--- config.mk ---
export PLATFORM = sky130hd
export DESIGN_NAME = tlp_field_capture
export DESIGN_NICKNAME = d
export VERILOG_FILES = /design/src/design/afu_chk_pkg.sv /design/src/design/tlp_field_capture.sv
export SDC_FILE = /design/constraint.sdc
export NUM_CORES = 1
export LEC_CHECK = 0
export BUFFER_PORTS_ARGS = -buffer_cell sky130_fd_sc_hd__buf_2
export CAP_MARGIN = 25
export CORE_AREA = 2 2 146 148
export DETAILED_ROUTE_END_ITERATION = 10
export DIE_AREA = 0 0 148 150
export PLACE_DENSITY = 0.44
export SLEW_MARGIN = 20
export SYNTH_ARGS = -nofsm -noshare
export SYNTH_HDL_FRONTEND = slang
export SYNTH_SLANG_ARGS = --single-unit
export TNS_END_PERCENT = 5
--- constraint.sdc ---
create_clock -name clk -period 4.9 [get_ports clk]
set_clock_uncertainty 0.2 [all_clocks]
set_input_delay 0.49 -clock clk [delete_from_list [all_inputs] [get_ports clk]]
set_output_delay 0.49 -clock clk [all_outputs]
set_load 0.05 [all_outputs]
--- src/design/afu_chk_pkg.sv ---
package afu_chk_pkg;

   // ##############################
   // Stream and header widths
   // ##############################
   typedef logic [127:0] data_t;   // One stream beat
   typedef logic [63:0]  hdr_t;    // Header part of the first beat
   typedef logic [7:0]   fmt_t;
   typedef logic [10:0]  len_dw_t; // Holds 1024
   typedef logic [7:0]   tag_t;
   typedef logic [7:0]   err_vec_t;

   // Format type codes in header bits 7:0
   localparam fmt_t FMT_MRD  = 8'h00;
   localparam fmt_t FMT_MWR  = 8'h40;
   localparam fmt_t FMT_CPLD = 8'h4A;

   // ##############################
   // Error vector bit positions
   // ##############################
   localparam int ERR_MALFORMED    = 0;
   localparam int ERR_MAX_PLD      = 1;
   localparam int ERR_MAX_RD_REQ   = 2;
   localparam int ERR_MAX_TAG      = 3;
   localparam int ERR_WR_INSUFF    = 4;
   localparam int ERR_WR_OVERRUN   = 5;
   localparam int ERR_UNEXP_RSP    = 6;
   localparam int ERR_MMIO_TIMEOUT = 7;

   localparam int DW_PER_BEAT = 4;   // Payload dwords per beat

endpackage
--- src/design/tlp_field_capture.sv ---
`timescale 1ns/1ps

module tlp_field_capture (
   input  logic                  clk,
   input  logic                  rst_n,
   // Host to AFU stream
   input  logic                  i_rx_valid,
   input  logic                  i_rx_ready,
   input  afu_chk_pkg::data_t    i_rx_data,
   input  logic                  i_rx_last,
   // AFU to host stream
   input  logic                  i_tx_valid,
   input  logic                  i_tx_ready,
   input  afu_chk_pkg::data_t    i_tx_data,
   input  logic                  i_tx_last,
   output logic                  o_rx_hdr_vld,
   output afu_chk_pkg::fmt_t     o_rx_fmt,
   output afu_chk_pkg::tag_t     o_rx_tag,
   output logic                  o_tx_hdr_vld,
   output afu_chk_pkg::fmt_t     o_tx_fmt,
   output afu_chk_pkg::len_dw_t  o_tx_len,
   output afu_chk_pkg::tag_t     o_tx_tag,
   output afu_chk_pkg::hdr_t     o_tx_hdr,
   output logic                  o_tx_beat_vld,
   output logic                  o_tx_eop
);

   localparam afu_chk_pkg::len_dw_t LEN_MAX_DW = 11'd1024;

   logic              rx_hs;
   logic              rx_sop;
   logic              rx_in_pkt;
   logic              tx_hs;
   logic              tx_sop;
   logic              tx_in_pkt;
   afu_chk_pkg::hdr_t rx_hdr;
   afu_chk_pkg::hdr_t tx_hdr;

   always_comb begin
      rx_hs  = i_rx_valid & i_rx_ready;
      rx_sop = rx_hs & ~rx_in_pkt;     // First beat carries the header
      tx_hs  = i_tx_valid & i_tx_ready;
      tx_sop = tx_hs & ~tx_in_pkt;
      rx_hdr = i_rx_data[63:0];
      tx_hdr = i_tx_data[63:0];
   end

   // Packet framing and strobes
   always_ff @(posedge clk) begin
      if (!rst_n) begin
         rx_in_pkt     <= 1'b0;
         tx_in_pkt     <= 1'b0;
         o_rx_hdr_vld  <= 1'b0;
         o_tx_hdr_vld  <= 1'b0;
         o_tx_beat_vld <= 1'b0;
         o_tx_eop      <= 1'b0;
      end else begin
         if (rx_hs) rx_in_pkt <= ~i_rx_last;
         if (tx_hs) tx_in_pkt <= ~i_tx_last;
         o_rx_hdr_vld  <= rx_sop;
         o_tx_hdr_vld  <= tx_sop;
         o_tx_beat_vld <= tx_hs & ~tx_sop;   // Payload beats only
         o_tx_eop      <= tx_hs & i_tx_last;
      end
   end

   // Decoded header fields
   always_ff @(posedge clk) begin
      if (rx_sop) begin
         o_rx_fmt <= rx_hdr[7:0];
         o_rx_tag <= rx_hdr[31:24];
      end
      if (tx_sop) begin
         o_tx_fmt <= tx_hdr[7:0];
         o_tx_len <= (tx_hdr[17:8] == 10'd0) ? LEN_MAX_DW : {1'b0, tx_hdr[17:8]};
         o_tx_tag <= tx_hdr[31:24];
         o_tx_hdr <= tx_hdr;
      end
   end

   // Source must hold a stalled beat
   a_rx_hold: assert property (@(posedge clk) disable iff (!rst_n)
      (i_rx_valid && !i_rx_ready) |=> (i_rx_valid && $stable(i_rx_data)));
   a_tx_hold: assert property (@(posedge clk) disable iff (!rst_n)
      (i_tx_valid && !i_tx_ready) |=> (i_tx_valid && $stable(i_tx_data)));

endmodule

==> results of run 1 <==
-- cell type report --
type                    instances  area share, %
well taps                     275           7.40
inverters                       1         0.0807
diodes                          1         0.0538
flip-flops and latches         97           61.4
clock buffers                   9           4.84
multi-input cells              16           2.34
repair buffers                200           21.6
clock inverters                 7           2.29
-- stage by stage --
step	cells	hold WS [ps]	area, um^2	total power [mW]
finish	606	115	4650	1.98
global route	605	89.2	4650	2.06
CTS	605	89.3	4650	2.02
detailed placement	589	251	4320	1.22
global placement	588	242	4310	1.22
floorplan	140	222	3120	1.14
-- routing by layer --
layer	global-route usage, %	vias up
li1	-	883
met1	9.73	914
met2	11.2	159
met3	6.37	11
met4	2.71	0
met5	0	-
-- worst max-delay path: cells and delay by family (launching register included) --
family                 cells  cell delay, ps
flip-flops                 1             360
buffers and inverters      1             660
AND/OR/NAND/NOR            1             620
-- synthesized netlist by cell type (all sizes together) --
library cell	count	area share (%)
or4	2	0.60
a311oi	1	0.28
nor2	2	0.24
buf	16	3.8
dfxtp	6	3.8
nor3	2	0.32
nor4	1	0.40
nand2	2	0.24
and3	2	0.40
clkbuf	9	1.1
and2	1	0.20
a21oi	2	0.32
a211oi	1	0.24
dlygate4sd3	1	0.32
inv	1	0.12
edfxtp	91	88
-- registers in the layout, summed over array words and instances (netlist names) --
| register | cells |
|---|---|
| o_tx_eop | 1 |
| o_tx_hdr_vld | 1 |
| o_tx_fmt | 7 |
| o_tx_hdr | 50 |
| o_tx_len | 11 |
| rx_in_pkt | 1 |
| o_rx_hdr_vld | 1 |
| o_tx_beat_vld | 1 |
| o_rx_fmt | 8 |
| o_rx_tag | 8 |
| tx_in_pkt | 1 |
| o_tx_tag | 7 |
-- path summary, 6_finish.rpt --
path / start / endpoint / slack (ps) / cells after the start
worst min register to register: rx_in_pkt$_SDFFE_PN0P_ / o_rx_hdr_vld$_SDFF_PN0_ / 260 / 1
worst max register to register: tx_in_pkt$_SDFFE_PN0P_ / o_tx_hdr[63]$_DFFE_PP_ / 2600 / 2
worst max-delay path: tx_in_pkt$_SDFFE_PN0P_ / o_tx_hdr[63]$_DFFE_PP_ / 2600 / 2
worst min-delay path: i_tx_data[45] / o_tx_hdr[45]$_DFFE_PP_ / 120 / 1
-- cells by family (layout without fill, tap and decap cells) --
| group | after synthesis | after routing |
|---|---|---|
| DFF | 97 | 97 |
| buffers and inverters | 27 | 217 |
| and+or+nand+nor | 12 | 12 |
| AOI/OAI and AO/OA | 4 | 4 |
| other | 0 | 1 |
-- power by group through the flow --
| stage | clock network, mW | registers, mW | logic [mW] |
|---|---|---|---|
| global route | 0.849 | 0.963 | 0.249 |
| detailed placement | 0 | 0.977 | 0.240 |
| finish | 0.787 | 0.958 | 0.237 |
| global placement | 0 | 0.977 | 0.238 |
| CTS | 0.822 | 0.959 | 0.240 |
| floorplan | 0 | 1.10 | 0.0452 |
==> summary.md, run 1 <==
The compound-gate portion of the synthesized area is 0.842%, and the share of synthesized area occupied by flip-flops and latches is 91.4%. The post-synthesis sequential element count works out to 97. TritonCTS built the clock tree.

The maximum net fanout on the critical path was 52; the routed via count was 1967. The fraction of power spent switching nets is 26.4%. The initial antenna violation count was 2. The average footprint of a synthesized cell is 22.3 um^2, and the core area is 0.0207 mm^2. Of the total synthesized cell area, the portion taken by XOR and XNOR cells is 0%.

Leaving out fill and tap cells, the most frequent cell in the layout is sky130_fd_sc_hd__buf_2. After synthesis the cells add up to 0.00312 mm^2. The worst path meets setup with 2600 ps of slack. The number of different library cells used by synthesis comes to 17. Vertical extent of the die: 150 um.

The synthesized netlist devotes 0% of its cell area to adder and majority cells. For the number of failing hold endpoints at the final stage, the log shows 0. The total routing resource utilization after global routing came out at 8.19%.

The number of H-tree branching levels was 3; the clock sink total was 97. Portion of total power attributed to sequential cells: 48.4%. The initial core utilization is 15.1%.

Walking the worst path, the cells encountered are nor2_4, buf_4. Floorplan row count: 53. The logs give 589 for the final net count and 2068 for the number of global-route vias before repair. The total negative slack for setup checks is 0 ps, and the share of synthesized area spent on multiplexers is 0%.

The routed length per placed instance was 15.3 um; the number of hold-repair buffers added at the cts stage was 0. For the yosys synthesis warning count, the log shows 0. The post-route antenna net violation count was 0.

The flow ran to the end, and the final reports show no timing, DRC or antenna violations. The latest clock arrival within the worst-skew pair came out at 340 ps. For this run, the share of the core covered by cells in the final layout is 22.5%.

The final count of pins violating max slew is 0. The floorplan die width was 148 um. Static timing analysis puts the maximum clock frequency at 436 MHz. IR analysis of the VDD net gives a maximum drop of 0.177 mV. In the layout the commonest cells are sky130_fd_sc_hd__buf_2 (198), sky130_fd_sc_hd__edfxtp_1 (91), sky130_fd_sc_hd__clkbuf_16 (9). In this run the clock root is driven by a sky130_fd_sc_hd__clkbuf_16.

After clock tree synthesis, the clock-pin slew on the worst setup and hold paths is 70 ps. The total routed wirelength is 9250 um, and the HPWL reported at the end of detailed placement is 7160 um. The worst pin sits at a relative slew slack of 48.9%.

For the count of fill cells added during filler insertion, the log shows 2224. The number of placed I/O pins is 375. The number of remaining DRC errors was 0; the detailed-route wire length on metal 1 was 3900 um. Critical path class: reg2reg. The tools report the floorplan die area as 0.0222 mm^2.

Of the available clock period, the critical path in the final layout requires 46.9%. Wire segments on met3 add up to 1550 um in the final route. For this run, the slowest stage of the critical path takes 660 ps.

The leakage power summed over all cells came out at 1.90 nW. The internal portion of the total power is 1.46 mW. Data on the critical path arrives at its endpoint at 2070 ps. The highest layer touched by signal routing is met4. Combinational share of power: 11.9%. For the clock network fraction of total power, the log shows 39.7%. The run gives 12900 um as the global-route wire length before repair. After global routing the overflow that remains totals 0. Relative to the synthesized area, the layout overhead comes to 48.9%.

The synthesized-area fraction occupied by and/or/nand/nor cells works out to 2.40%. At the pin with the least slew margin, the transition time is 765 ps. The final estimated routing congestion in global placement is 0.704, and the detail-routed via count per cell is 3.25. The run gives 0 as the number of post-CTS setup repair buffers. The tool flagged a number of max-cap violations equal to 0. The number of nets handed over by synthesis was 404. The number of gates resized after CTS was 0. The count of input and output buffers is 198. For this design the ratio of total power to cell area is 426 mW/mm^2. The maximum clock insertion buffer count is 2, and the number of iterations in the first detailed-routing pass is 4. The tools report the kind of end point of the critical path as a flip-flop. Summing all multi-input logic gate instances after layout gives 109 um^2. The tightest min-delay check is of the in2reg type. For this design, the slowest cell found on the critical path is sky130_fd_sc_hd__buf_4. Summing all flip-flop and latch instances after layout gives 0.00285 mm^2.

The minimum setup slack after placement was 2180 ps; the number of DRC markers in iteration 0 was 57. The final-report setup violation count is 0. The net load switching power was 0.523 mW.

The total clock buffers created by CTS was 9. In the synthesized netlist, the number of instances is 140. The required arrival time at the worst endpoint is 4680 ps.

Largest family of logic cells by synthesized area: buffers and inverters. The type of origin of the critical path is a flip-flop. Counting I/O delays and the setup requirement, the final critical path takes 2300 ps. Setup repair after global routing left no endpoint under its margin. The detailed-routed wire length on met2 is 3670 um, and the largest net degree at the start of global routing is 53.

The layout cell share with drive strength beyond 1 is 66.4%.
Power figures use the tool's default switching activity.
==> run 2: changes to the inputs <==
clock period = 2.34 ns   (was 4.9 ns; I/O delays follow)
==> run 2 against run 1 <==
Compared with the run above: clock power grew 87%; core utilization grew 4.1 points; largest cell class unchanged; critical path depth rose by 3; first-iteration DRC count grew 37%; critical path type is now in2reg; worst hold slack worse by 79 ps; via count up 16%; die area is the same; critical endpoint is now o_rx_tag[4]$_DFFE_PP_.
==> summary.md, run 2 (synthesized netlist as in run 1, its figures left out) <==
The final clock period utilization by the worst path is 73.5%, and the clock transition at the register clock pins on the worst setup and hold paths after CTS is 60 ps (was 70 ps). The clock sink total was 97 (unchanged). The global-route wire length before repair was 14300 um (was 12900 um); the final net count was 676 (was 589).

The register with the most flip-flops is o_tx_hdr (unchanged). Final count of pins violating max slew: 0 (unchanged). For the latest clock arrival within the worst-skew pair, the log shows 340 ps (about the same). TritonCTS built the clock tree. Kind of end point of the critical path: a flip-flop (unchanged). The routed length per placed instance came out at 14.8 um (was 15.3 um). The flow ran to the end, and the final reports show no timing, DRC or antenna violations. The required arrival time at the worst endpoint was 2180 ps (was 4680 ps); the number of iterations in the first detailed-routing pass was 4 (unchanged). The class of the most critical hold timing path was in2reg (unchanged).

The area overhead of the layout relative to synthesis works out to 75.9% (was 48.9%). The count of instances resized after the clock tree is built was 0 (unchanged); the number of failing hold endpoints at the final stage was 0 (unchanged). The final-report setup violation count was 0 (unchanged). For the total negative slack for setup checks, the log shows 0 ps (unchanged). Regs by FF count: o_tx_hdr (50), o_tx_len (11) (unchanged).

The floorplan row count came out at 53 (unchanged). The number of max-cap violations is 0 (unchanged). The largest net degree at the start of global routing was 55 (was 53). The logs give 15.1% (unchanged) for the initial core utilization and 0 (unchanged) for the total congestion overflow.

The count of fill cells added during filler insertion is 2158 (was 2224). The floorplan die width is 148 um (unchanged). The number of H-tree branching levels came out at 3 (unchanged). The routed via count was 2272 (was 1967); the total inserted antenna cells was 0 (was 1). The worst endpoint data arrival time is 1560 ps (was 2070 ps). The tools report the HPWL reported at the end of detailed placement as 7600 um (was 7160 um). The most common cell after layout, fill and taps aside was sky130_fd_sc_hd__buf_2 (unchanged). The final estimated routing congestion in global placement is 0.728 (was 0.704).

The critical path class is in2reg (was reg2reg). Leakage power summed over all cells: 2.24 nW (was 1.90 nW). Worst-margin pin slew: 432 ps (was 765 ps). For the total routing resource utilization after global routing, the log shows 9.01% (was 8.19%). Category of cells accounting for the largest share of critical-path delay: buffers and inverters (unchanged).

Number of DRC markers in iteration 0: 78 (was 57). The highest attainable clock frequency was 582 MHz; the floorplan die area was 0.0222 mm^2 (unchanged). Final critical-path required period: 1720 ps. The total clock buffers created by CTS was 9 (unchanged); the layout cell share with drive strength beyond 1 was 52.3% (was 66.4%).

Buffer cell driving the clock tree root: sky130_fd_sc_hd__clkbuf_16 (unchanged). Cell Chain, Critical Path: dlygate4sd3_1, buf_2, nand2_1, nor2_1, buf_4 (was nor2_4, buf_4). For the number of global-route vias before repair, the log shows 2409 (was 2068).

The number of post-CTS setup repair buffers is 0 (unchanged), and the number of flip-flops under the largest register name is 50 (unchanged). Commonest cells after routing, fill and taps aside: sky130_fd_sc_hd__buf_2 (198), sky130_fd_sc_hd__edfxtp_1 (91), sky130_fd_sc_hd__dlygate4sd3_1 (86) (was sky130_fd_sc_hd__buf_2 (198), sky130_fd_sc_hd__edfxtp_1 (91), sky130_fd_sc_hd__clkbuf_16 (9)). The type of origin of the critical path is an input port (was a flip-flop). For the total power consumption of the routed design, the log shows 4.09 mW (was 1.98 mW).

The post-route antenna net violation count was 0 (unchanged). Setup repair after global routing left no endpoint under its margin. The run gives 10200 um (was 9250 um) as the total routed wirelength. Count of input and output buffers: 198 (unchanged). The maximum clock insertion buffer count was 2 (unchanged); the detail-routed via count per cell was 3.28 (was 3.25). The vertical extent of the die is 150 um (unchanged). The maximum net fanout on the critical path came out at 12 (was 52). The critical path's slowest cell is sky130_fd_sc_hd__dlygate4sd3_1 (was sky130_fd_sc_hd__buf_4). The number of remaining DRC errors is 0 (unchanged), and the worst stage delay on the critical path is 510 ps (was 660 ps). For the highest ir drop seen on vdd, the log shows 0.386 mV (was 0.177 mV). Initial antenna violation count: 0 (was 2).

Power density over the cells: 745 mW/mm^2 (was 426 mW/mm^2). The number of placed I/O pins came out at 375 (unchanged). The run gives 0.0207 mm^2 (unchanged) as the core area. The combined buffer and inverter count along the critical path came out at 3 (was 1). The headroom to the max-slew limit was 71.1% (was 48.9%).
==> run 2: cell types whose count changed in the layout (fill, tap and decap cells not counted) <==
| cell | delta |
|---|---|
| sky130_fd_sc_hd__inv_6 | -3 |
| sky130_fd_sc_hd__bufinv_16 | -1 |
| sky130_fd_sc_hd__diode_2 | -1 |
| sky130_fd_sc_hd__clkinv_1 | +2 |
| sky130_fd_sc_hd__inv_8 | -1 |
| sky130_fd_sc_hd__buf_12 | +1 |
| sky130_fd_sc_hd__dlygate4sd3_1 | +86 |
| sky130_fd_sc_hd__clkinvlp_4 | +2 |
| sky130_fd_sc_hd__clkinv_4 | +1 |
==> run 2: timing repair <==
| action | 4_1_cts | 5_1_grt |
|---|---|---|
| endpoints found under the hold margin | 95 | 0 |
| hold buffers | 86 | 0 |
| endpoints found under the setup margin | 0 | 0 |
==> run 2: area by class of cell <==
cell class	instances	area [um^2]	area share, %
inverter	1	3.75	0.0684
clock buffer	9	225	4.10
sequential	97	2850	51.9
timing repair buffer	287	1890	34.4
clock inverter	7	70.1	1.28
multi-input combinational	16	109	1.98
tap	275	344	6.27
==> run 2: tightest hold or removal path: cells and delay by family <==
| family | cells | cell delay (ps) |
|---|---|---|
| AO/OA/AOI/OAI | 2 | 180 |
| buffers and inverters | 1 | 110 |
==> run 2: layer usage <==
| layer | track usage, % | up-vias | part of all wire [%] |
|---|---|---|---|
| met3 | 5.61 | 8 | 14 |
| li1 | - | 1054 | - |
| met4 | 2.86 | 0 | 1.0 |
| met1 | 11.4 | 1058 | 44 |
| met5 | 0 | - | 0 |
| met2 | 12.6 | 152 | 41 |
==> run 2: final timing paths <==
kind | slack [ps] | from | cells past startpoint | endpoint
setup / recovery | 620 | i_rx_ready | 5 | o_rx_tag[4]$_DFFE_PP_
hold / removal | 40 | i_tx_ready | 3 | tx_in_pkt$_SDFFE_PN0P_
setup reg to reg | 850 | rx_in_pkt$_SDFFE_PN0P_ | 2 | o_rx_tag[4]$_DFFE_PP_
hold reg to reg | 300 | rx_in_pkt$_SDFFE_PN0P_ | 1 | o_rx_hdr_vld$_SDFF_PN0_
==> run 2: metrics by stage <==
stage	cells	hold WS, ps	instance area (um^2)	util, %	setup WS, ps
2_1_floorplan	140	130	3130	-	262
3_3_place_gp	590	211	4340	21.0	830
3_5_place_dp	590	212	4340	21.0	787
4_1_cts	692	13.8	5490	26.5	633
5_1_grt	692	27.3	5490	26.5	564
6_report	692	35.9	5490	26.5	621
==> run 2: report_power, final <==
group / switching, mW / total [mW] / internal [mW]
logic: 0.409 / 0.615 / 0.207
registers: 0.0228 / 2.01 / 1.99
clock network: 0.643 / 1.47 / 0.827
==> run 3: changes to the inputs <==
ABC_AREA = 1   (was default)
clock period = 1.7 ns   (was 2.34 ns; I/O delays follow)
==> run 3 against run 2 <==
Compared with the run above: flip-flop and latch count stayed put; wire length down 1.9%; global-route usage down 0.15 points; core utilization increased by 0.41 points; non-clock buffer count is 5 higher; critical path depth is the same; total power grew 40%; highest routed layer unchanged.
==> summary.md, run 3 <==
The number of flip-flops under the largest register name came out at 50 (unchanged). The final critical-path required period works out to 1590 ps. Regs by FF count: o_tx_hdr (50), o_tx_len (11) (unchanged).

The share of synthesized area occupied by flip-flops and latches is 91.2% (was 91.4%), and the worst hold path stage count is 1 (was 3). The clock transition at the register clock pins on the worst setup and hold paths after CTS works out to 70 ps (was 60 ps). The post-synthesis sequential element count works out to 97 (unchanged). The critical path's slowest cell is sky130_fd_sc_hd__dlygate4sd3_1 (unchanged). The clock network fraction of total power came out at 36.6% (was 35.9%).

Portion of total power attributed to sequential cells: 48.4% (was 49.1%). Cell depth of the worst flop-to-flop path: 2 (unchanged). The global-route wire length before repair is 14100 um (was 14300 um), and the final clock period utilization by the worst path is 93.8%. The most used flip-flop cell after synthesis was sky130_fd_sc_hd__edfxtp_1 (unchanged).

The maximum net fanout on the critical path was 3 (was 12); the area of the mapped netlist was 0.00313 mm^2 (was 0.00312 mm^2). The tools report the floorplan row count as 53 (unchanged). The run finished with clean final reports. The register with the most flip-flops is o_tx_hdr (unchanged). The tools report the reg-to-reg critical path startpoint as tx_in_pkt$_SDFFE_PN0P_ (was rx_in_pkt$_SDFFE_PN0P_). The tools report the latest clock arrival within the worst-skew pair as 340 ps (about the same). The distinct cell type count after synthesis was 10 (was 17); the number of H-tree branching levels was 3 (unchanged). The routed via count was 2332 (was 2272).

For the core utilization of the finished layout, the log shows 26.9% (was 26.5%). For the yosys synthesis warning count, the log shows 0 (unchanged). The most common cell after layout, fill and taps aside was sky130_fd_sc_hd__buf_2 (unchanged).

TritonCTS built the clock tree. The biggest area consumer among synthesized cells is sky130_fd_sc_hd__edfxtp_1 (unchanged). The total routed wirelength was 10000 um (was 10200 um). The final net count was 690 (was 676). Launch point of the worst hold path: rx_in_pkt$_SDFFE_PN0P_ (was i_tx_ready). Top cells by area, synth: sky130_fd_sc_hd__edfxtp_1 (87%), sky130_fd_sc_hd__dfxtp_1 (3.8%), sky130_fd_sc_hd__buf_4 (3.8%) (was sky130_fd_sc_hd__edfxtp_1 (88%), sky130_fd_sc_hd__dfxtp_1 (3.8%), sky130_fd_sc_hd__buf_4 (3.8%)). The setup slack on the worst flop-to-flop path is 400 ps (was 850 ps), and the final non-filler cell area is 0.00558 mm^2 (was 0.00549 mm^2). Critical path class: in2reg (unchanged). The tools report the number of global-route vias before repair as 2507 (was 2409). The tools report the buffer cell driving the clock tree root as sky130_fd_sc_hd__clkbuf_16 (unchanged). Most used standard cells in the synthesized netlist: sky130_fd_sc_hd__edfxtp_1 (91), sky130_fd_sc_hd__buf_4 (16), sky130_fd_sc_hd__nor2_1 (12) (was sky130_fd_sc_hd__edfxtp_1 (91), sky130_fd_sc_hd__buf_4 (16), sky130_fd_sc_hd__clkbuf_1 (9)).

The proportion of synthesized flip-flops having asynchronous set or reset was 0% (unchanged); the maximum clock insertion buffer count was 2 (unchanged). The floorplan die width was 148 um (unchanged). The logs give 0.397 mV (was 0.386 mV) for the highest ir drop seen on vdd and 0 (unchanged) for the number of failing hold endpoints at the final stage. The count of instances resized after the clock tree is built is 0 (unchanged).

The logs give 15.0% (about the same) for the combinational share of power and 0 (unchanged) for the number of remaining DRC errors. The number of max-cap violations was 0 (unchanged). The tools report the internal cell power as 4.18 mW (was 3.02 mW).

Category of cells accounting for the largest share of critical-path delay: buffers and inverters (unchanged). The run gives 2139 (was 2158) as the count of fill cells added during filler insertion. The run gives 0 (unchanged) as the final count of pins violating max slew. The average footprint of a synthesized cell was 21.0 um^2 (was 22.3 um^2); the required arrival time at the worst endpoint was 1740 ps (was 2180 ps). The kind of end point of the critical path was a flip-flop (unchanged). Cell Chain, Critical Path: dlygate4sd3_1, buf_2, nand2_1, dlygate4sd3_1, nor2_1 (was dlygate4sd3_1, buf_2, nand2_1, nor2_1, buf_4). Commonest cells after routing, fill and taps aside: sky130_fd_sc_hd__buf_2 (198), sky130_fd_sc_hd__dlygate4sd3_1 (91), sky130_fd_sc_hd__edfxtp_1 (91) (was sky130_fd_sc_hd__buf_2 (198), sky130_fd_sc_hd__edfxtp_1 (91), sky130_fd_sc_hd__dlygate4sd3_1 (86)). The vertical extent of the die works out to 150 um (unchanged).

Most frequent cell on the critical path: sky130_fd_sc_hd__dlygate4sd3_1. The largest net degree at the start of global routing is 40 (was 55), and the worst stage delay on the critical path is 610 ps (was 510 ps). The top-area cell type share of the netlist area works out to 87.4% (was 87.5%). The combined buffer and inverter count along the critical path came out at 3 (unchanged).

The final estimated routing congestion in global placement is 0.684 (was 0.728). The number of placed I/O pins came out at 375 (unchanged). The total routing resource utilization after global routing is 8.86% (was 9.01%), and the worst-margin pin slew is 335 ps (was 432 ps). For the HPWL reported at the end of detailed placement, the log shows 7340 um (was 7600 um). The tools report the cell area after placement as 0.00436 mm^2 (was 0.00434 mm^2). The number of enable-type register cells in the synthesized netlist is 91 (unchanged).

The number of DRC markers in iteration 0 was 100 (was 78); the initial core utilization was 15.1% (about the same). The run gives 0 (unchanged) as the final-report setup violation count. Type of origin of the critical path: an input port (unchanged). The count of input and output buffers came out at 198 (unchanged).

The worst hold margin came out at 259 ps (was 35.9 ps). The most repeated cell in the gate-level netlist after synthesis is sky130_fd_sc_hd__edfxtp_1 (unchanged). The headroom to the max-slew limit was 77.8% (was 71.1%); the number of iterations in the first detailed-routing pass was 4 (unchanged). The total congestion overflow was 0 (unchanged). The power density over the cells is 1020 mW/mm^2 (was 745 mW/mm^2), and the total inserted antenna cells is 0 (unchanged). The total nets after synthesis came out at 413 (was 404). The tools report the number of cells produced by synthesis as 149 (was 140). For the initial antenna violation count, the log shows 0 (unchanged). The logs give 97 (unchanged) for the clock sink total and 1630 ps (was 1560 ps) for the worst endpoint data arrival time. The detail-routed via count per cell is 3.30 (was 3.28).

For the total power consumption of the routed design, the log shows 5.71 mW (was 4.09 mW). The slack of the critical path was 105 ps (was 621 ps); the leakage power summed over all cells was 2.27 nW (was 2.24 nW). Class of the most critical hold timing path: reg2reg (was in2reg). Routed length per placed instance: 14.2 um (was 14.8 um).

The highest attainable clock frequency was 627 MHz; the post-route antenna net violation count was 0 (unchanged). The net load switching power was 1.53 mW (was 1.07 mW). Setup repair after global routing left no endpoint under its margin.

The total clock buffers created by CTS is 9 (unchanged). Layout cell share with drive strength beyond 1: 51.5% (was 52.3%). The area overhead of the layout relative to synthesis is 78.3% (was 75.9%). The run gives 0.0222 mm^2 (unchanged) as the floorplan die area. The endpoint of the worst register-to-register path is o_tx_hdr[35]$_DFFE_PP_ (was o_rx_tag[4]$_DFFE_PP_).

The core area is 0.0207 mm^2 (unchanged). The worst hold path endpoint is o_rx_hdr_vld$_SDFF_PN0_ (was tx_in_pkt$_SDFFE_PN0P_). The fraction of power spent switching nets came out at 26.8% (was 26.2%). The minimum setup slack after placement is 298 ps (was 787 ps).
## run 3: cell count changes in the layout (fill, tap and decap cells not counted), moves of 2 or more
cell and delta:
sky130_fd_sc_hd__nor3_1 -2, sky130_fd_sc_hd__nor3_2 +2, sky130_fd_sc_hd__nand2_1 +4, sky130_fd_sc_hd__clkinv_1 -2, sky130_fd_sc_hd__nor2_1 +10, sky130_fd_sc_hd__nand3_1 +3, sky130_fd_sc_hd__and3_1 -2, sky130_fd_sc_hd__dlygate4sd3_1 +5
## run 3: how the worst max path moves through the flow
| stage | slack, ps | endpoint | cells past startpoint | startpoint |
|---|---|---|---|---|
| 3_5_place_dp | 300 | o_tx_fmt[0]$_DFFE_PP_ | 4 | i_tx_valid |
| 6_report | 110 | o_tx_beat_vld$_SDFF_PN0_ | 5 | i_tx_valid |
| 2_1_floorplan | -350 | o_tx_fmt[0]$_DFFE_PP_ | 1 | tx_in_pkt$_SDFFE_PN0P_ |
| 4_1_cts | 160 | o_tx_beat_vld$_SDFF_PN0_ | 5 | i_tx_valid |
| 5_1_grt | 40 | o_tx_beat_vld$_SDFF_PN0_ | 5 | i_tx_ready |
| 3_3_place_gp | 310 | o_tx_fmt[0]$_DFFE_PP_ | 4 | i_tx_valid |
## run 3: cell families after synthesis
logic type | count (synthesis) | share of synthesized area [%]
compound gates | 2 | 0.320
simple gates | 23 | 3.28
flops | 97 | 91.2
buf+inv | 27 | 5.16
## run 3: power groups by stage
stage	Combinational (mW)	Sequential (mW)	Clock [mW]
after global placement	0.697	2.82	0
after global routing	0.908	2.78	2.26
final	0.859	2.77	2.09
after detailed placement	0.701	2.82	0
after floorplan	0.134	3.15	0
after CTS	0.867	2.77	2.17
## run 3: per-stage QoR
step | instances | setup TNS [ps]
finish | 706 | 0
global placement | 599 | 0
floorplan | 149 | -26070
CTS | 706 | 0
global route | 706 | 0
detailed placement | 599 | 0
## run 3: metal layers
layer / vias up / share of wire, % / track usage (%)
met5: - / 0 / 0
met4: 0 / 1.9 / 4.29
met3: 12 / 12 / 4.82
met2: 136 / 44 / 13.4
met1: 1104 / 42 / 10.2
li1: 1080 / - / -
## run 3: final cells by class
cell class,count,area (um^2),share of cell area (%)
clock inverter,7,78.8,1.41
timing repair buffer,292,1950,35.0
sequential,97,2850,51.2
clock buffer,9,225,4.04
inverter,1,3.75,0.0673
tap,275,344,6.17
multi-input combinational,25,120,2.15
## run 3: what timing repair did
action                     in CTS  in global routing
hold buffers                   91                  0
buffers inserted                0                  0
setup endpoints to repair       0                  0
hold endpoints to repair       96                  0
